<file path="src/logic/settings_ctrl_settings.svh">
// settings controller build settings

`ifndef SETTINGS_CTRL_SETTINGS_SVH
`define SETTINGS_CTRL_SETTINGS_SVH

// ------------------------------
// FIFO sizing
// ------------------------------

// log2 of the entry count of both command and result FIFOs
`define SETTINGS_CTRL_FIFO_LOG2 2

// ------------------------------
// ack packet fields
// ------------------------------

// destination field of the protocol header
`define SETTINGS_CTRL_PROT_DEST 2'd0

// stream id carried in every ack
`define SETTINGS_CTRL_ACK_SID 32'h0000_0000

`endif

</file>
<file path="src/logic/settings_ctrl_pkg.sv">
// settings controller types

package settings_ctrl_pkg;

    // one stream line with eof in bit 33 and sof in bit 32
    typedef logic [35:0] line_t;
    typedef logic [31:0] word_t;
    typedef logic [63:0] ticks_t;
    typedef logic [7:0] set_addr_t;

    // {ticks, header, data, has_time}
    typedef logic [128:0] cmd_line_t;

    // {header, readback data}
    typedef logic [63:0] result_line_t;

    // input parser walking the vrt header
    typedef enum logic [3:0] {
        LINE0, VRT_HDR, VRT_SID, VRT_CID0, VRT_CID1, VRT_TSI,
        VRT_TSF0, VRT_TSF1, CMD_HDR, CMD_DATA, WAIT_EOF, STORE_CMD
    } parse_state_e;

    typedef enum logic {
        LOAD_CMD, EVENT_CMD
    } seq_state_e;

    // ack framer, one state per output line
    typedef enum logic [2:0] {
        WR_PROT_HDR, WR_VRT_HDR, WR_VRT_SID, WR_RB_HDR, WR_RB_DATA
    } frame_state_e;

endpackage

</file>
<file path="src/logic/ack_framer.sv">
// ack packet framer

`timescale 1ns/1ps

`include "settings_ctrl_settings.svh"

module ack_framer (
    input  logic                           clock,
    input  logic                           reset,
    input  settings_ctrl_pkg::result_line_t res_rdata,
    input  logic                           res_empty,
    output logic                           res_read,
    output settings_ctrl_pkg::line_t        out_data,
    output logic                           out_valid,
    input  logic                           out_ready
);

    import settings_ctrl_pkg::*;

    frame_state_e state;

    word_t res_hdr;
    word_t res_data;
    word_t prot_hdr;
    word_t vrt_hdr;
    word_t out_word;
    logic  writing;
    logic  sof;
    logic  eof;

    assign {res_hdr, res_data} = res_rdata;

    assign out_valid = !res_empty;
    assign writing   = out_valid && out_ready;

    // release the result once its last line is taken
    assign res_read = writing && (state == WR_RB_DATA);

    // 16 bytes follow, framed, with the destination above
    assign prot_hdr = {13'd0, `SETTINGS_CTRL_PROT_DEST, 1'b1, 16'd16};

    // packet type code, the command's sequence nibble and 4 words
    assign vrt_hdr = {12'h500, res_hdr[19:16], 16'd4};

    always_comb begin
        case (state)
            WR_PROT_HDR: out_word = prot_hdr;
            WR_VRT_HDR:  out_word = vrt_hdr;
            WR_VRT_SID:  out_word = `SETTINGS_CTRL_ACK_SID;
            WR_RB_HDR:   out_word = res_hdr;
            WR_RB_DATA:  out_word = res_data;
            default:     out_word = '0;
        endcase
    end

    assign sof = (state == WR_PROT_HDR);
    assign eof = (state == WR_RB_DATA);
    assign out_data = {2'b00, eof, sof, out_word};

    // advance one line per transfer
    always_ff @(posedge clock) begin
        if (reset) begin
            state <= WR_PROT_HDR;
        end else if (writing) begin
            case (state)
                WR_PROT_HDR: state <= WR_VRT_HDR;
                WR_VRT_HDR:  state <= WR_VRT_SID;
                WR_VRT_SID:  state <= WR_RB_HDR;
                WR_RB_HDR:   state <= WR_RB_DATA;
                default:     state <= WR_PROT_HDR;
            endcase
        end
    end

endmodule

</file>
<file path="src/logic/cmd_sequencer.sv">
// command sequencer and settings bus

`timescale 1ns/1ps

module cmd_sequencer (
    input  logic                           clock,
    input  logic                           reset,
    input  settings_ctrl_pkg::cmd_line_t    cmd_rdata,
    input  logic                           cmd_empty,
    output logic                           cmd_read,
    output settings_ctrl_pkg::result_line_t res_wdata,
    output logic                           res_write,
    input  logic                           res_full,
    input  logic                           perfs_ready,
    input  settings_ctrl_pkg::ticks_t       vita_time,
    input  settings_ctrl_pkg::word_t        readback_words [16],
    output logic                           strobe,
    output settings_ctrl_pkg::set_addr_t    addr,
    output settings_ctrl_pkg::word_t        data
);

    import settings_ctrl_pkg::*;

    seq_state_e state;

    ticks_t head_ticks;
    word_t  head_hdr;
    word_t  head_data;
    logic   head_has_time;

    ticks_t ticks_reg;
    word_t  hdr_reg;
    word_t  data_reg;
    word_t  rb_data;
    logic   time_ready;
    logic   action;

    // split the FIFO head into its fields
    assign {head_ticks, head_hdr, head_data, head_has_time} = cmd_rdata;

    // ------------------------------
    // action condition
    // ------------------------------

    // head stays in the FIFO until the action, so the flag is read from it
    // timed commands wait until system time is at or past the ticks
    assign time_ready = !head_has_time || (vita_time >= ticks_reg);
    assign action = (state == EVENT_CMD) && !res_full && perfs_ready && time_ready;

    // pop the command and push its result on the same cycle
    assign cmd_read  = action;
    assign res_write = action;
    assign res_wdata = {hdr_reg, rb_data};

    always_ff @(posedge clock) begin
        if (reset) begin
            state <= LOAD_CMD;
        end else begin
            case (state)
                LOAD_CMD:  if (!cmd_empty) state <= EVENT_CMD;
                EVENT_CMD: if (action) state <= LOAD_CMD;
                default:   state <= LOAD_CMD;
            endcase
        end
    end

    // hold the head command while waiting
    always_ff @(posedge clock) begin
        if (state == LOAD_CMD) begin
            ticks_reg <= head_ticks;
            hdr_reg   <= head_hdr;
            data_reg  <= head_data;
        end
    end

    // ------------------------------
    // readback mux
    // ------------------------------

    // sampled every cycle so the result sees the latest word
    always_ff @(posedge clock) begin
        rb_data <= readback_words[head_hdr[3:0]];
    end

    // ------------------------------
    // settings bus
    // ------------------------------

    // one cycle pulse after a poke action
    always_ff @(posedge clock) begin
        if (reset) begin
            strobe <= 1'b0;
        end else begin
            strobe <= action && hdr_reg[8];
        end
    end

    assign addr = hdr_reg[7:0];
    assign data = data_reg;

endmodule

</file>
<file path="src/logic/line_fifo.sv">
// first word fall through FIFO

`timescale 1ns/1ps

module line_fifo #(
    parameter int WIDTH = 64,
    parameter int DEPTH_LOG2 = 2
) (
    input  logic             clock,
    input  logic             reset,
    input  logic [WIDTH-1:0] wdata,
    input  logic             write,
    output logic             full,
    output logic [WIDTH-1:0] rdata,
    input  logic             read,
    output logic             empty
);

    localparam int DEPTH = 1 << DEPTH_LOG2;

    logic [WIDTH-1:0]      mem [DEPTH];
    logic [DEPTH_LOG2-1:0] wr_ptr;
    logic [DEPTH_LOG2-1:0] rd_ptr;
    logic [DEPTH_LOG2:0]   count;
    logic                  do_write;
    logic                  do_read;

    // writes when full and reads when empty are dropped
    assign do_write = write && !full;
    assign do_read  = read && !empty;

    assign full  = (count == DEPTH[DEPTH_LOG2:0]);
    assign empty = (count == '0);

    // head entry is always on the output
    assign rdata = mem[rd_ptr];

    always_ff @(posedge clock) begin
        if (do_write) begin
            mem[wr_ptr] <= wdata;
        end
    end

    // pointers wrap naturally at the power of two depth
    always_ff @(posedge clock) begin
        if (reset) begin
            wr_ptr <= '0;
            rd_ptr <= '0;
            count  <= '0;
        end else begin
            if (do_write) begin
                wr_ptr <= wr_ptr + 1'b1;
            end
            if (do_read) begin
                rd_ptr <= rd_ptr + 1'b1;
            end
            count <= count + do_write - do_read;
        end
    end

endmodule

</file>
<file path="src/logic/settings_ctrl_top.sv">
// settings and readback controller

`timescale 1ns/1ps

`include "settings_ctrl_settings.svh"

module settings_ctrl_top (
    input  logic                        clock,
    input  logic                        reset,
    input  settings_ctrl_pkg::line_t     in_data,
    input  logic                        in_valid,
    output logic                        in_ready,
    output settings_ctrl_pkg::line_t     out_data,
    output logic                        out_valid,
    input  logic                        out_ready,
    input  logic                        perfs_ready,
    input  settings_ctrl_pkg::ticks_t    vita_time,
    input  settings_ctrl_pkg::word_t     readback_words [16],
    output logic                        strobe,
    output settings_ctrl_pkg::set_addr_t addr,
    output settings_ctrl_pkg::word_t     data
);

    import settings_ctrl_pkg::*;

    // parser to command FIFO
    cmd_line_t cmd_wdata;
    logic      cmd_write;
    logic      cmd_full;

    // command FIFO to sequencer
    cmd_line_t cmd_rdata;
    logic      cmd_empty;
    logic      cmd_read;

    // sequencer to result FIFO
    result_line_t res_wdata;
    logic         res_write;
    logic         res_full;

    // result FIFO to framer
    result_line_t res_rdata;
    logic         res_empty;
    logic         res_read;

    // ------------------------------
    // command path
    // ------------------------------
    vita_cmd_parser vita_cmd_parser_i (
        .clock(clock),
        .reset(reset),
        .in_data(in_data),
        .in_valid(in_valid),
        .in_ready(in_ready),
        .cmd_wdata(cmd_wdata),
        .cmd_write(cmd_write),
        .cmd_full(cmd_full)
    );

    line_fifo #(
        .WIDTH($bits(cmd_line_t)),
        .DEPTH_LOG2(`SETTINGS_CTRL_FIFO_LOG2)
    ) cmd_fifo (
        .clock(clock),
        .reset(reset),
        .wdata(cmd_wdata),
        .write(cmd_write),
        .full(cmd_full),
        .rdata(cmd_rdata),
        .read(cmd_read),
        .empty(cmd_empty)
    );

    cmd_sequencer cmd_sequencer_i (
        .clock(clock),
        .reset(reset),
        .cmd_rdata(cmd_rdata),
        .cmd_empty(cmd_empty),
        .cmd_read(cmd_read),
        .res_wdata(res_wdata),
        .res_write(res_write),
        .res_full(res_full),
        .perfs_ready(perfs_ready),
        .vita_time(vita_time),
        .readback_words(readback_words),
        .strobe(strobe),
        .addr(addr),
        .data(data)
    );

    // ------------------------------
    // result path
    // ------------------------------
    line_fifo #(
        .WIDTH($bits(result_line_t)),
        .DEPTH_LOG2(`SETTINGS_CTRL_FIFO_LOG2)
    ) res_fifo (
        .clock(clock),
        .reset(reset),
        .wdata(res_wdata),
        .write(res_write),
        .full(res_full),
        .rdata(res_rdata),
        .read(res_read),
        .empty(res_empty)
    );

    ack_framer ack_framer_i (
        .clock(clock),
        .reset(reset),
        .res_rdata(res_rdata),
        .res_empty(res_empty),
        .res_read(res_read),
        .out_data(out_data),
        .out_valid(out_valid),
        .out_ready(out_ready)
    );

endmodule

</file>
<file path="src/logic/vita_cmd_parser.sv">
// vita command packet parser

`timescale 1ns/1ps

module vita_cmd_parser (
    input  logic                        clock,
    input  logic                        reset,
    input  settings_ctrl_pkg::line_t     in_data,
    input  logic                        in_valid,
    output logic                        in_ready,
    output settings_ctrl_pkg::cmd_line_t cmd_wdata,
    output logic                        cmd_write,
    input  logic                        cmd_full
);

    import settings_ctrl_pkg::*;

    parse_state_e state;

    ticks_t ticks_reg;
    word_t  hdr_reg;
    word_t  data_reg;
    logic   has_cid_reg;
    logic   has_tsi_reg;
    logic   has_tsf_reg;

    logic reading;
    logic eof;
    logic has_sid;
    logic has_cid;
    logic has_tsi;
    logic has_tsf;

    assign reading = in_valid && in_ready;
    assign eof     = in_data[33];

    // optional field flags straight from the vrt header word
    assign has_sid = in_data[28];
    assign has_cid = in_data[27];
    assign has_tsi = (in_data[23:22] != 2'b00);
    assign has_tsf = (in_data[21:20] != 2'b00);

    // stall the input only while the finished command waits for room
    assign in_ready  = (state != STORE_CMD);
    assign cmd_write = (state == STORE_CMD) && !cmd_full;
    assign cmd_wdata = {ticks_reg, hdr_reg, data_reg, has_tsf_reg};

    // ------------------------------
    // captured fields
    // ------------------------------
    always_ff @(posedge clock) begin
        if (reading) begin
            case (state)
                VRT_HDR: begin
                    has_cid_reg <= has_cid;
                    has_tsi_reg <= has_tsi;
                    has_tsf_reg <= has_tsf;
                end
                // ticks arrive high word first
                VRT_TSF0: ticks_reg[63:32] <= in_data[31:0];
                VRT_TSF1: ticks_reg[31:0]  <= in_data[31:0];
                CMD_HDR:  hdr_reg          <= in_data[31:0];
                CMD_DATA: data_reg         <= in_data[31:0];
                default: ;
            endcase
        end
    end

    // ------------------------------
    // header walk
    // ------------------------------
    always_ff @(posedge clock) begin
        if (reset) begin
            state <= LINE0;
        end else begin
            case (state)
                // protocol header line
                LINE0: if (reading) state <= VRT_HDR;
                VRT_HDR: begin
                    if (reading) begin
                        if (has_sid)      state <= VRT_SID;
                        else if (has_cid) state <= VRT_CID0;
                        else if (has_tsi) state <= VRT_TSI;
                        else if (has_tsf) state <= VRT_TSF0;
                        else              state <= CMD_HDR;
                    end
                end
                VRT_SID: begin
                    if (reading) begin
                        if (has_cid_reg)      state <= VRT_CID0;
                        else if (has_tsi_reg) state <= VRT_TSI;
                        else if (has_tsf_reg) state <= VRT_TSF0;
                        else                  state <= CMD_HDR;
                    end
                end
                VRT_CID0: if (reading) state <= VRT_CID1;
                VRT_CID1: begin
                    if (reading) begin
                        if (has_tsi_reg)      state <= VRT_TSI;
                        else if (has_tsf_reg) state <= VRT_TSF0;
                        else                  state <= CMD_HDR;
                    end
                end
                VRT_TSI: begin
                    if (reading) begin
                        state <= has_tsf_reg ? VRT_TSF0 : CMD_HDR;
                    end
                end
                VRT_TSF0: if (reading) state <= VRT_TSF1;
                VRT_TSF1: if (reading) state <= CMD_HDR;
                CMD_HDR:  if (reading) state <= CMD_DATA;
                // a short packet ends on the data word
                CMD_DATA: if (reading) state <= eof ? STORE_CMD : WAIT_EOF;
                WAIT_EOF: if (reading && eof) state <= STORE_CMD;
                STORE_CMD: if (!cmd_full) state <= LINE0;
                default: state <= LINE0;
            endcase
        end
    end

endmodule

</file>
<file path="config.mk">
export PLATFORM = sky130hd
export DESIGN_NAME = settings_ctrl_top
export DESIGN_NICKNAME = d
export VERILOG_FILES = /design/src/logic/settings_ctrl_pkg.sv /design/src/logic/ack_framer.sv /design/src/logic/cmd_sequencer.sv /design/src/logic/line_fifo.sv /design/src/logic/settings_ctrl_top.sv /design/src/logic/vita_cmd_parser.sv
export VERILOG_INCLUDE_DIRS = /design/src /design/src/logic
export SDC_FILE = /design/constraint.sdc
export NUM_CORES = 1
export LEC_CHECK = 0
export BUFFER_PORTS_ARGS = -buffer_cell sky130_fd_sc_hd__buf_2
export CORE_MARGIN = 1.5
export CORE_UTILIZATION = 45
export DETAILED_ROUTE_END_ITERATION = 10
export MAX_ROUTING_LAYER = met4
export PLACE_DENSITY = 0.74
export SKIP_LAST_GASP = 1
export SLEW_MARGIN = 40
export SYNTH_ARGS = -nofsm -noshare
export SYNTH_HDL_FRONTEND = slang
export SYNTH_SLANG_ARGS = --single-unit
</file>
<file path="constraint.sdc">
create_clock -name clock -period 9.25 [get_ports clock]
set_input_delay 0.925 -clock clock [delete_from_list [all_inputs] [get_ports clock]]
set_output_delay 0.925 -clock clock [all_outputs]
set_load 0.03 [all_outputs]
</file>
======== Word level (Yosys, flattened, before mapping) ========
Memory sizes are Yosys's and may differ from the RTL's. A register that Yosys moved wholly into a read port is not among the register bits.
Index checks and enable logic that the tools add are counted.
storage, ports and cells
  register bits after elaboration ......... 314
  bits in writable memories ............... 772
  input port bits ......................... 617
  output and inout bits ................... 79
  logic and storage cells ................. 133
  memories ................................ 2
operators by class
  add/sub/neg operators ................... 8
  magnitude comparators ................... 2
  equal/unequal tests ..................... 30
  mux-type cells .......................... 37
  bitwise gates (word level) .............. 2
  reductions and logical operators ........ 31
memories
  memory        words  width  read ports  clocked after memory_dff  wr ports  RTL line         source
  cmd_fifo.mem  4      129    1           1                         1         line_fifo.sv:21  logic [WIDTH-1:0] mem [DEPTH];
  res_fifo.mem  4      64     1           1                         1         line_fifo.sv:21
operators by type and width
  operator               count
  $bmux W32 S4           1
  $pmux W32 S4           1
  $mux W4                19
  $ge A64 B64 Y1         1
  $mux W32               2
  $pmux W4 S12           1
  $ne A2 B1 Y1 const B   11
  $eq A4 B3 Y1 const B   4
  $eq A4 B4 Y1 const B   4
  $logic_and A1 B1 Y1    13
  $pmux W3 S4            1
  $reduce_and A12 Y1     1
  $reduce_and A2 Y1      5
  $eq A3 B3 Y1 const B   3
  $logic_not A3 Y1       3
  $add A2 B1 Y2 const B  4
  $eq A4 B2 Y1 const B   2
  $mux W2                4
  $mux W1                7
  $add A3 B1 Y3          2
  $eq A3 B2 Y1 const B   2
  $sub A3 B1 Y3          2
  $ge A5 B5 Y1 const B   1
  $logic_not A1 Y1       5
  other kinds (10)       11

======== Depth between registers and ports, before layout ========
Gate-level depths: netlist of the first run.
  depth after elaboration ................. 8
  depth in mapped cells ................... 14
  gate-level depth less buffers ........... 14

======== Hierarchy ========
Synthesis of the first run repeated with hierarchy kept, for this count alone.
second synthesis, totals
  cell total of the unflattened synthesis .. 2014
  area total of the unflattened synthesis .. 44009.7 µm²
by module, submodules not included
  module                 times used  cells an instance  area an instance (µm²)  sequential area each (µm²)
  line_fifo at cmd_fifo  1           724                19089.6                 15675.0
  cmd_sequencer          1           605                10044.6                 4524.3
  line_fifo at res_fifo  1           385                9781.9                  7867.5
  vita_cmd_parser        1           222                4489.3                  4013.8
  ack_framer             1           78                 604.3                   60.1

======== Worst setup path after synthesis of the first run ========
No wires, ideal clock.
  path kind ............................... reg-to-reg
  from .................................... reg vita_cmd_parser_i.state[0]
  to ...................................... mem cmd_fifo.mem[0][0] (netlist name) (enable)
  library setup time ...................... 0.503 ns
  arrival time ............................ 4.451 ns
  data required time ...................... 8.747 ns
  slack ................................... 4.296 ns
  cell stages (with the launch flop) ...... 5
  buffers on the path ..................... 1
  clock period less this slack ............ 4.954 ns
  cells stage by stage .................... dfxtp_1 > clkbuf_1 > nand3_1 > a21oi_1 > and2_1
between the ends
  word-level cells in the longest chain between the ends .. 5
RTL lines
  element                        RTL line                source
  start, declared                vita_cmd_parser.sv:18   parse_state_e state;
  start signal, assigned         vita_cmd_parser.sv:106  state <= has_tsf_reg ? VRT_TSF0 : CMD_HDR;
  start signal, assigned         vita_cmd_parser.sv:113  CMD_DATA: if (reading) state <= eof ? STORE_CMD : WAIT_EOF;
  $eq A4 B4 Y1                   vita_cmd_parser.sv:45   assign cmd_write = (state == STORE_CMD) && !cmd_full;
  $logic_and A1 B1 Y1            vita_cmd_parser.sv:45
  $logic_and A1 B1 Y1            line_fifo.sv:29         assign do_write = write && !full;
  net cmd_fifo.do_write          line_fifo.sv:25         logic do_write;
  $mux W1                        line_fifo.sv:39         if (do_write) begin
  $mux W1 (not written as such)  line_fifo.sv:40         mem[wr_ptr] <= wdata;
  end, declared                  line_fifo.sv:21
The timed path passes the listed nets, and every way through them passes these cells.

==> results of run 1 <==
## critical path, cell delays in order (launching register included)
cell	delay (ps)
dfxtp_4	770
buf_4	720
mux4_2	590
a22o_1	360
buf_2	250
## per-stage QoR
| step | power, W | setup slack (ps) | util |
|---|---|---|---|
| detailed placement | 0.005782 | 4442 | 0.5094 |
| CTS | 0.009988 | 4822 | 0.5455 |
| floorplan | 0.005548 | 4296 | - |
| finish | 0.009939 | 4944 | 0.5469 |
| global placement | 0.005775 | 4518 | 0.5072 |
| global route | 0.01020 | 4702 | 0.5466 |
## where the power goes
group	leakage (nW)	internal, W	switching (W)
Clock	1.68	0.00247	0.00179
Combinational	6.55	0.000162	0.000168
Sequential	9.96	0.00534	0.0000128
Total	18.2	0.00797	0.00197
## cell usage after synthesis, drive strengths merged (2+ instances only)
| cell | number |
|---|---|
| and2 | 10 |
| clkbuf | 41 |
| mux2i | 6 |
| and4 | 3 |
| nand2 | 33 |
| a31oi | 2 |
| nor4 | 2 |
| nand2b | 10 |
| nand3b | 3 |
| nor2 | 37 |
| fa | 2 |
| a21oi | 38 |
| xor2 | 2 |
| o21bai | 3 |
| xnor2 | 5 |
| mux2 | 4 |
| o22ai | 3 |
| nor3b | 4 |
| a221oi | 4 |
| a211oi | 2 |
| a22oi | 6 |
| edfxtp | 1031 |
| nand4 | 12 |
| or3 | 3 |
| mux4 | 351 |
| nor3 | 6 |
| o21ai | 22 |
| nand3 | 7 |
| o311ai | 2 |
| ha | 76 |
| a22o | 27 |
| nor2b | 16 |
| and3 | 4 |
| inv | 80 |
| buf | 66 |
| dfxtp | 59 |
## layer usage
metal  share of wire  global-route usage  vias to the layer above
met1            0.40              0.3819                    12622
met5               0                   -                        -
met2            0.49              0.4442                     1301
met3           0.083             0.05310                      210
li1                -                   -                     9837
met4           0.030             0.08344                        0
## worst min path at each step
stage	start	endpoint	slack, ps	cells after the start
floorplan	cmd_sequencer_i.rb_data[0]$_DFF_P_	res_fifo.mem[0][0]$_DFFE_PP_	440	0
global placement	cmd_sequencer_i.rb_data[29]$_DFF_P_	res_fifo.mem[0][29]$_DFFE_PP_	450	0
detailed placement	cmd_sequencer_i.rb_data[22]$_DFF_P_	res_fifo.mem[3][22]$_DFFE_PP_	470	0
CTS	vita_cmd_parser_i.ticks_reg[18]$_DFFE_PP_	cmd_fifo.mem[3][83]$_DFFE_PP_	470	0
global route	cmd_sequencer_i.rb_data[10]$_DFF_P_	res_fifo.mem[2][10]$_DFFE_PP_	490	0
finish	vita_cmd_parser_i.ticks_reg[18]$_DFFE_PP_	cmd_fifo.mem[0][83]$_DFFE_PP_	460	0
## final cells by class
| class | instances | area (µm²) | area share |
|---|---|---|---|
| flip-flops and latches | 1090 | 32160 | 0.6161 |
| multi-input cells | 719 | 10720 | 0.2053 |
| repair buffers | 723 | 3909 | 0.07490 |
| clock buffers | 128 | 2765 | 0.05298 |
| well taps | 1265 | 1583 | 0.03033 |
| clock inverters | 65 | 684.4 | 0.01311 |
| inverters | 80 | 307.8 | 0.005898 |
| diodes | 27 | 67.56 | 0.001295 |
## logic make-up after synthesis
family                     after synthesis  share of synthesized area
adders and majority gates               78                    0.02273
and+or+nand+nor                        153                    0.01803
other                                    1                 0.00008603
muxes                                  361                     0.1838
buffers and inverters                  187                    0.01817
AOI/OAI and AO/OA                      118                    0.01848
DFF                                   1090                     0.7373
xor gates and xnor gates                 7                   0.001406
==> flow_metrics.env, run 1 <==
export IMPL_status="finished clean"
export IMPL_ys_types=54
export IMPL_cts_htree_levels=3
export IMPL_grt_antenna_before_repair=73
export IMPL_grtUsageTotal=0.2838
export IMPL_ctsResizeCount=0
export IMPL_fillers=7106
export IMPL_critPathCaptureType="primary output"
export IMPL_grt_pass1_wl_mm=187.3
export IMPL_layout_commonest_cell="edfxtp_1"
export IMPL_drtAntennaViolNets=0
export IMPL_start_util=0.4568
export IMPL_layout_cells_non_filler=4097
export IMPL_dieArea_um2=98740
export IMPL_ff2ff_setup_slack_ps=4950
export IMPL_yosysTopAreaCellShare=0.7102
export IMPL_yosysSeqAreaShare=0.7373
export IMPL_ys_seq_elements=1090
export IMPL_stdcell_area_um2=52190
export IMPL_syn_area_um2=43590
export IMPL_min_path_type="reg -> reg"
export IMPL_grt_max_degree=89
export IMPL_reg_top3="cmd_fifo.mem x516, res_fifo.mem x256"
export IMPL_yosys_warnings=0
export IMPL_area_growth_pct=19.73
export IMPL_maxClockFrequency_ghz=0.2323
export IMPL_clk_latency_ps=670
export IMPL_synth_edff_count=1031
export IMPL_die_w_um=314.2
export IMPL_p_leak_nw=18.20
export IMPL_drive_gt1_frac=0.4449
export IMPL_fin_nets=3412
export IMPL_final_cell_mix="1031 x edfxtp_1, 690 x buf_2, 347 x mux4_2"
export IMPL_cp_arrival_ps=3380
export IMPL_r2r_end="res_fifo.mem[0][44]$_DFFE_PP_"
export IMPL_yosys_most_used_dff="edfxtp_1"
export IMPL_vias_per_cell=5.851
export IMPL_rr_worst_depth=10
export IMPL_drv_slew=0
export IMPL_tightest_slew_ps=851.0
export IMPL_hold_ws_ps=463.7
export IMPL_place_gp_congestion=0.9824
export IMPL_relSlewSlack=0.4327
export IMPL_place_area_um2=48610
export IMPL_avgSynthCellArea_um2=21.85
export IMPL_power_density_nw_per_um2=190.4
export IMPL_synth_cells=1995
export IMPL_largest_register="cmd_fifo.mem"
export IMPL_cts_path_max_buffers=3
export IMPL_ctsHoldBuffers=0
export IMPL_clk_pin_slew_worst_paths_ps=60
export IMPL_finClkSkew_ps=42.32
export IMPL_critical_path_class="reg -> out"
export IMPL_port_buffer_count=690
export IMPL_largest_reg_flops=516
export IMPL_async_flop_share=0
export IMPL_critPathLaunchType="register"
export IMPL_netlist_top_cells_area="edfxtp_1 71%, mux4_2 18%, dfxtp_1 2.7%"
export IMPL_grt_pass1_vias=24771
export IMPL_rows=113
export IMPL_drtIter0Drc=2434
export IMPL_dp_hpwl_mm=97.38
export IMPL_die_y_um=314.2
export IMPL_vdd_drop_max_v=0.0001752
export IMPL_worstReg2RegStart="cmd_sequencer_i.ticks_reg[59]$_DFFE_PN_"
export IMPL_drv_cap=0
export IMPL_path_max_fanout=37
export IMPL_final_period_utilization=0.4655
export IMPL_post_place_cells=3875
export IMPL_via_count=23970
export IMPL_critical_path_endpoint="out_data[19]"
export IMPL_wirelength_mm=135.5
export IMPL_fp_coreArea_um2=95440
export IMPL_cts_tree="built"
export IMPL_rsz0062_at_grt="no"
export IMPL_period_minus_slack_ps=4306
export IMPL_io_pins=696
export IMPL_wl_per_cell_um=33.07
export IMPL_tns_ps=0
export IMPL_finalSetupViolations=0
export IMPL_yosysTopAreaCell="edfxtp_1"
export IMPL_post_cts_setup_buffers=0
export IMPL_drc=0
export IMPL_cp_required_ps=8330
export IMPL_numCtsBuffers=103
export IMPL_clockRootBuffer="clkbuf_16"
export IMPL_grt_remaining_overflow=0
export IMPL_clock_sinks=1090
export IMPL_hold_violations=0
export IMPL_dr_pass1_iters=5
(Power assumes the default switching activity.)
==> run 2, diff against run 1 <==
- clock period: 9.25 -> 4.2 ns (I/O delays scaled with it)
==> flow_metrics.env, run 2 (synthesis results as in run 1) <==
export IMPL_status="finished clean"
export IMPL_ff2ff_setup_slack_ps=410
export IMPL_grt_antenna_before_repair=75
export IMPL_hold_violations=0
export IMPL_grt_pass1_vias=24505
export IMPL_setup_worst_path_start="cmd_sequencer_i.ticks_reg[0]$_DFFE_PN_"
export IMPL_io_pins=696
export IMPL_critical_path_class="reg -> reg"
export IMPL_place_gp_congestion=1.017
export IMPL_final_period_utilization=0.9022
export IMPL_relSlewSlack=0.4582
export IMPL_tightest_slew_ps=812.7
export IMPL_drive_gt1_frac=0.4535
export IMPL_grt_remaining_overflow=0
export IMPL_crit_slowest_cell="a2111oi_4"
export IMPL_clk_latency_ps=660
export IMPL_ctsResizeCount=0
export IMPL_vdd_drop_max_v=0.0003782
export IMPL_largest_reg_flops=516
export IMPL_die_w_um=314.2
export IMPL_worstReg2RegStart="cmd_sequencer_i.ticks_reg[0]$_DFFE_PN_"
export IMPL_cts_htree_levels=3
export IMPL_vias_per_cell=5.796
export IMPL_drtAntennaViolNets=0
export IMPL_fin_nets=3441
export IMPL_largest_register="cmd_fifo.mem"
export IMPL_fp_coreArea_um2=95440
export IMPL_reg_top3="cmd_fifo.mem x516, res_fifo.mem x256"
export IMPL_clockRootBuffer="clkbuf_16"
export IMPL_start_util=0.4568
export IMPL_area_growth_pct=20.74
export IMPL_drv_slew=0
export IMPL_grt_max_degree=85
export IMPL_power_density_nw_per_um2=417.8
export IMPL_clock_sinks=1090
export IMPL_drtIter0Drc=2407
export IMPL_numCtsBuffers=102
export IMPL_grtUsageTotal=0.2844
export IMPL_die_y_um=314.2
export IMPL_cts_path_max_buffers=3
export IMPL_crit_chain="ha_1 -> nand2b_1 -> a2111o_1 -> a311oi_1 -> buf_4 -> o311ai_1 -> a2111oi_4 -> a21oi_1 -> ha_1 -> inv_1 -> ha_1 -> fa_1 -> xnor2_1 -> nor2_1"
export IMPL_cp_arrival_ps=4300
export IMPL_period_minus_slack_ps=3789
export IMPL_dieArea_um2=98740
export IMPL_cp_required_ps=4710
export IMPL_rsz0062_at_grt="no"
export IMPL_critPathLaunchType="register"
export IMPL_maxClockFrequency_ghz=0.2639
export IMPL_min_path_type="in -> reg"
export IMPL_r2r_end="cmd_fifo.count[2]$_SDFF_PP0_"
export IMPL_holdPathStages=1
export IMPL_finalSetupViolations=0
export IMPL_wl_per_cell_um=33.10
export IMPL_drc=0
export IMPL_finClkSkew_ps=39.61
export IMPL_ctsHoldBuffers=0
export IMPL_dp_hpwl_mm=100.7
export IMPL_final_cell_mix="1031 x edfxtp_1, 690 x buf_2, 348 x mux4_2"
export IMPL_dr_pass1_iters=5
export IMPL_layout_commonest_cell="edfxtp_1"
export IMPL_via_count=23921
export IMPL_critPathCaptureType="register"
export IMPL_tns_ps=0
export IMPL_wirelength_mm=136.6
export IMPL_cts_tree="built"
export IMPL_critical_path_max_stage_delay_ps=470
export IMPL_min_to="vita_cmd_parser_i.ticks_reg[50]$_DFFE_PP_"
export IMPL_rr_worst_depth=14
export IMPL_grt_pass1_wl_mm=187.2
export IMPL_crit_path_frequent_cell="ha_1"
export IMPL_path_max_fanout=3
export IMPL_post_cts_setup_buffers=0
export IMPL_fin_util=0.5515
export IMPL_drv_cap=0
export IMPL_p_leak_nw=18.40
export IMPL_rows=113
export IMPL_min_from="in_data[18]"
export IMPL_port_buffer_count=690
export IMPL_clk_pin_slew_worst_paths_ps=60
[run 2: routing by layer]
metal,track usage,up-vias,wire (µm)
met2,0.4507,1315,66330
met3,0.05119,202,12810
met1,0.3837,12503,53740
met4,0.07213,0,3744
met5,-,-,0
li1,-,9901,-
[run 2: worst max-delay path by stage]
| stage | end | slack [ps] | depth (start not counted) |
|---|---|---|---|
| floorplan | res_fifo.mem[1][0]$_DFFE_PP_ | 220 | 8 |
| global placement | cmd_fifo.count[2]$_SDFF_PP0_ | 270 | 16 |
| detailed placement | cmd_fifo.count[2]$_SDFF_PP0_ | 270 | 16 |
| CTS | cmd_fifo.count[2]$_SDFF_PP0_ | 380 | 14 |
| global route | cmd_fifo.count[2]$_SDFF_PP0_ | 240 | 14 |
| finish | cmd_fifo.count[2]$_SDFF_PP0_ | 410 | 14 |
[run 2: critical path, delay by kind of cell, from the launching register on]
kind	cells	cell delay [ps]
AO/OA/AOI/OAI	5	1510
adder cells (fa/ha/maj)	4	1190
flip-flops	1	380
buffers and inverters	2	220
AND/OR/NAND/NOR	2	200
XOR/XNOR	1	170
[run 2: cell type report]
type	instances	area, µm²
antenna	26	65.06
clock buffer	118	2675
clock inverter	76	820.8
fill	7160	42800
inverter	80	307.8
multi-input combinational	719	10720
sequential	1090	32160
tap	1265	1583
timing repair buffer	753	4307
[run 2: power breakdown]
| group | total, W | internal, W | switching (W) | leakage (nW) |
|---|---|---|---|---|
| Sequential | 0.0118 | 0.0118 | 0.0000260 | 9.96 |
| Clock | 0.00947 | 0.00552 | 0.00395 | 1.69 |
| Combinational | 0.000735 | 0.000357 | 0.000378 | 6.75 |
[run 2: per-stage QoR]
stage          instance area [µm²]  std cells  setup slack, ps  total power (W)  hold slack [ps]
2_1_floorplan                43600       1996            224.2          0.01222            438.3
3_3_place_gp                 48940       3902            273.2          0.01273            449.1
3_5_place_dp                 49070       3907            273.9          0.01274            462.2
4_1_cts                      52560       4101            380.7          0.02212            3.404
5_1_grt                      52610       4117            235.1          0.02254            22.07
6_report                     52630       4127            410.8          0.02199            36.94
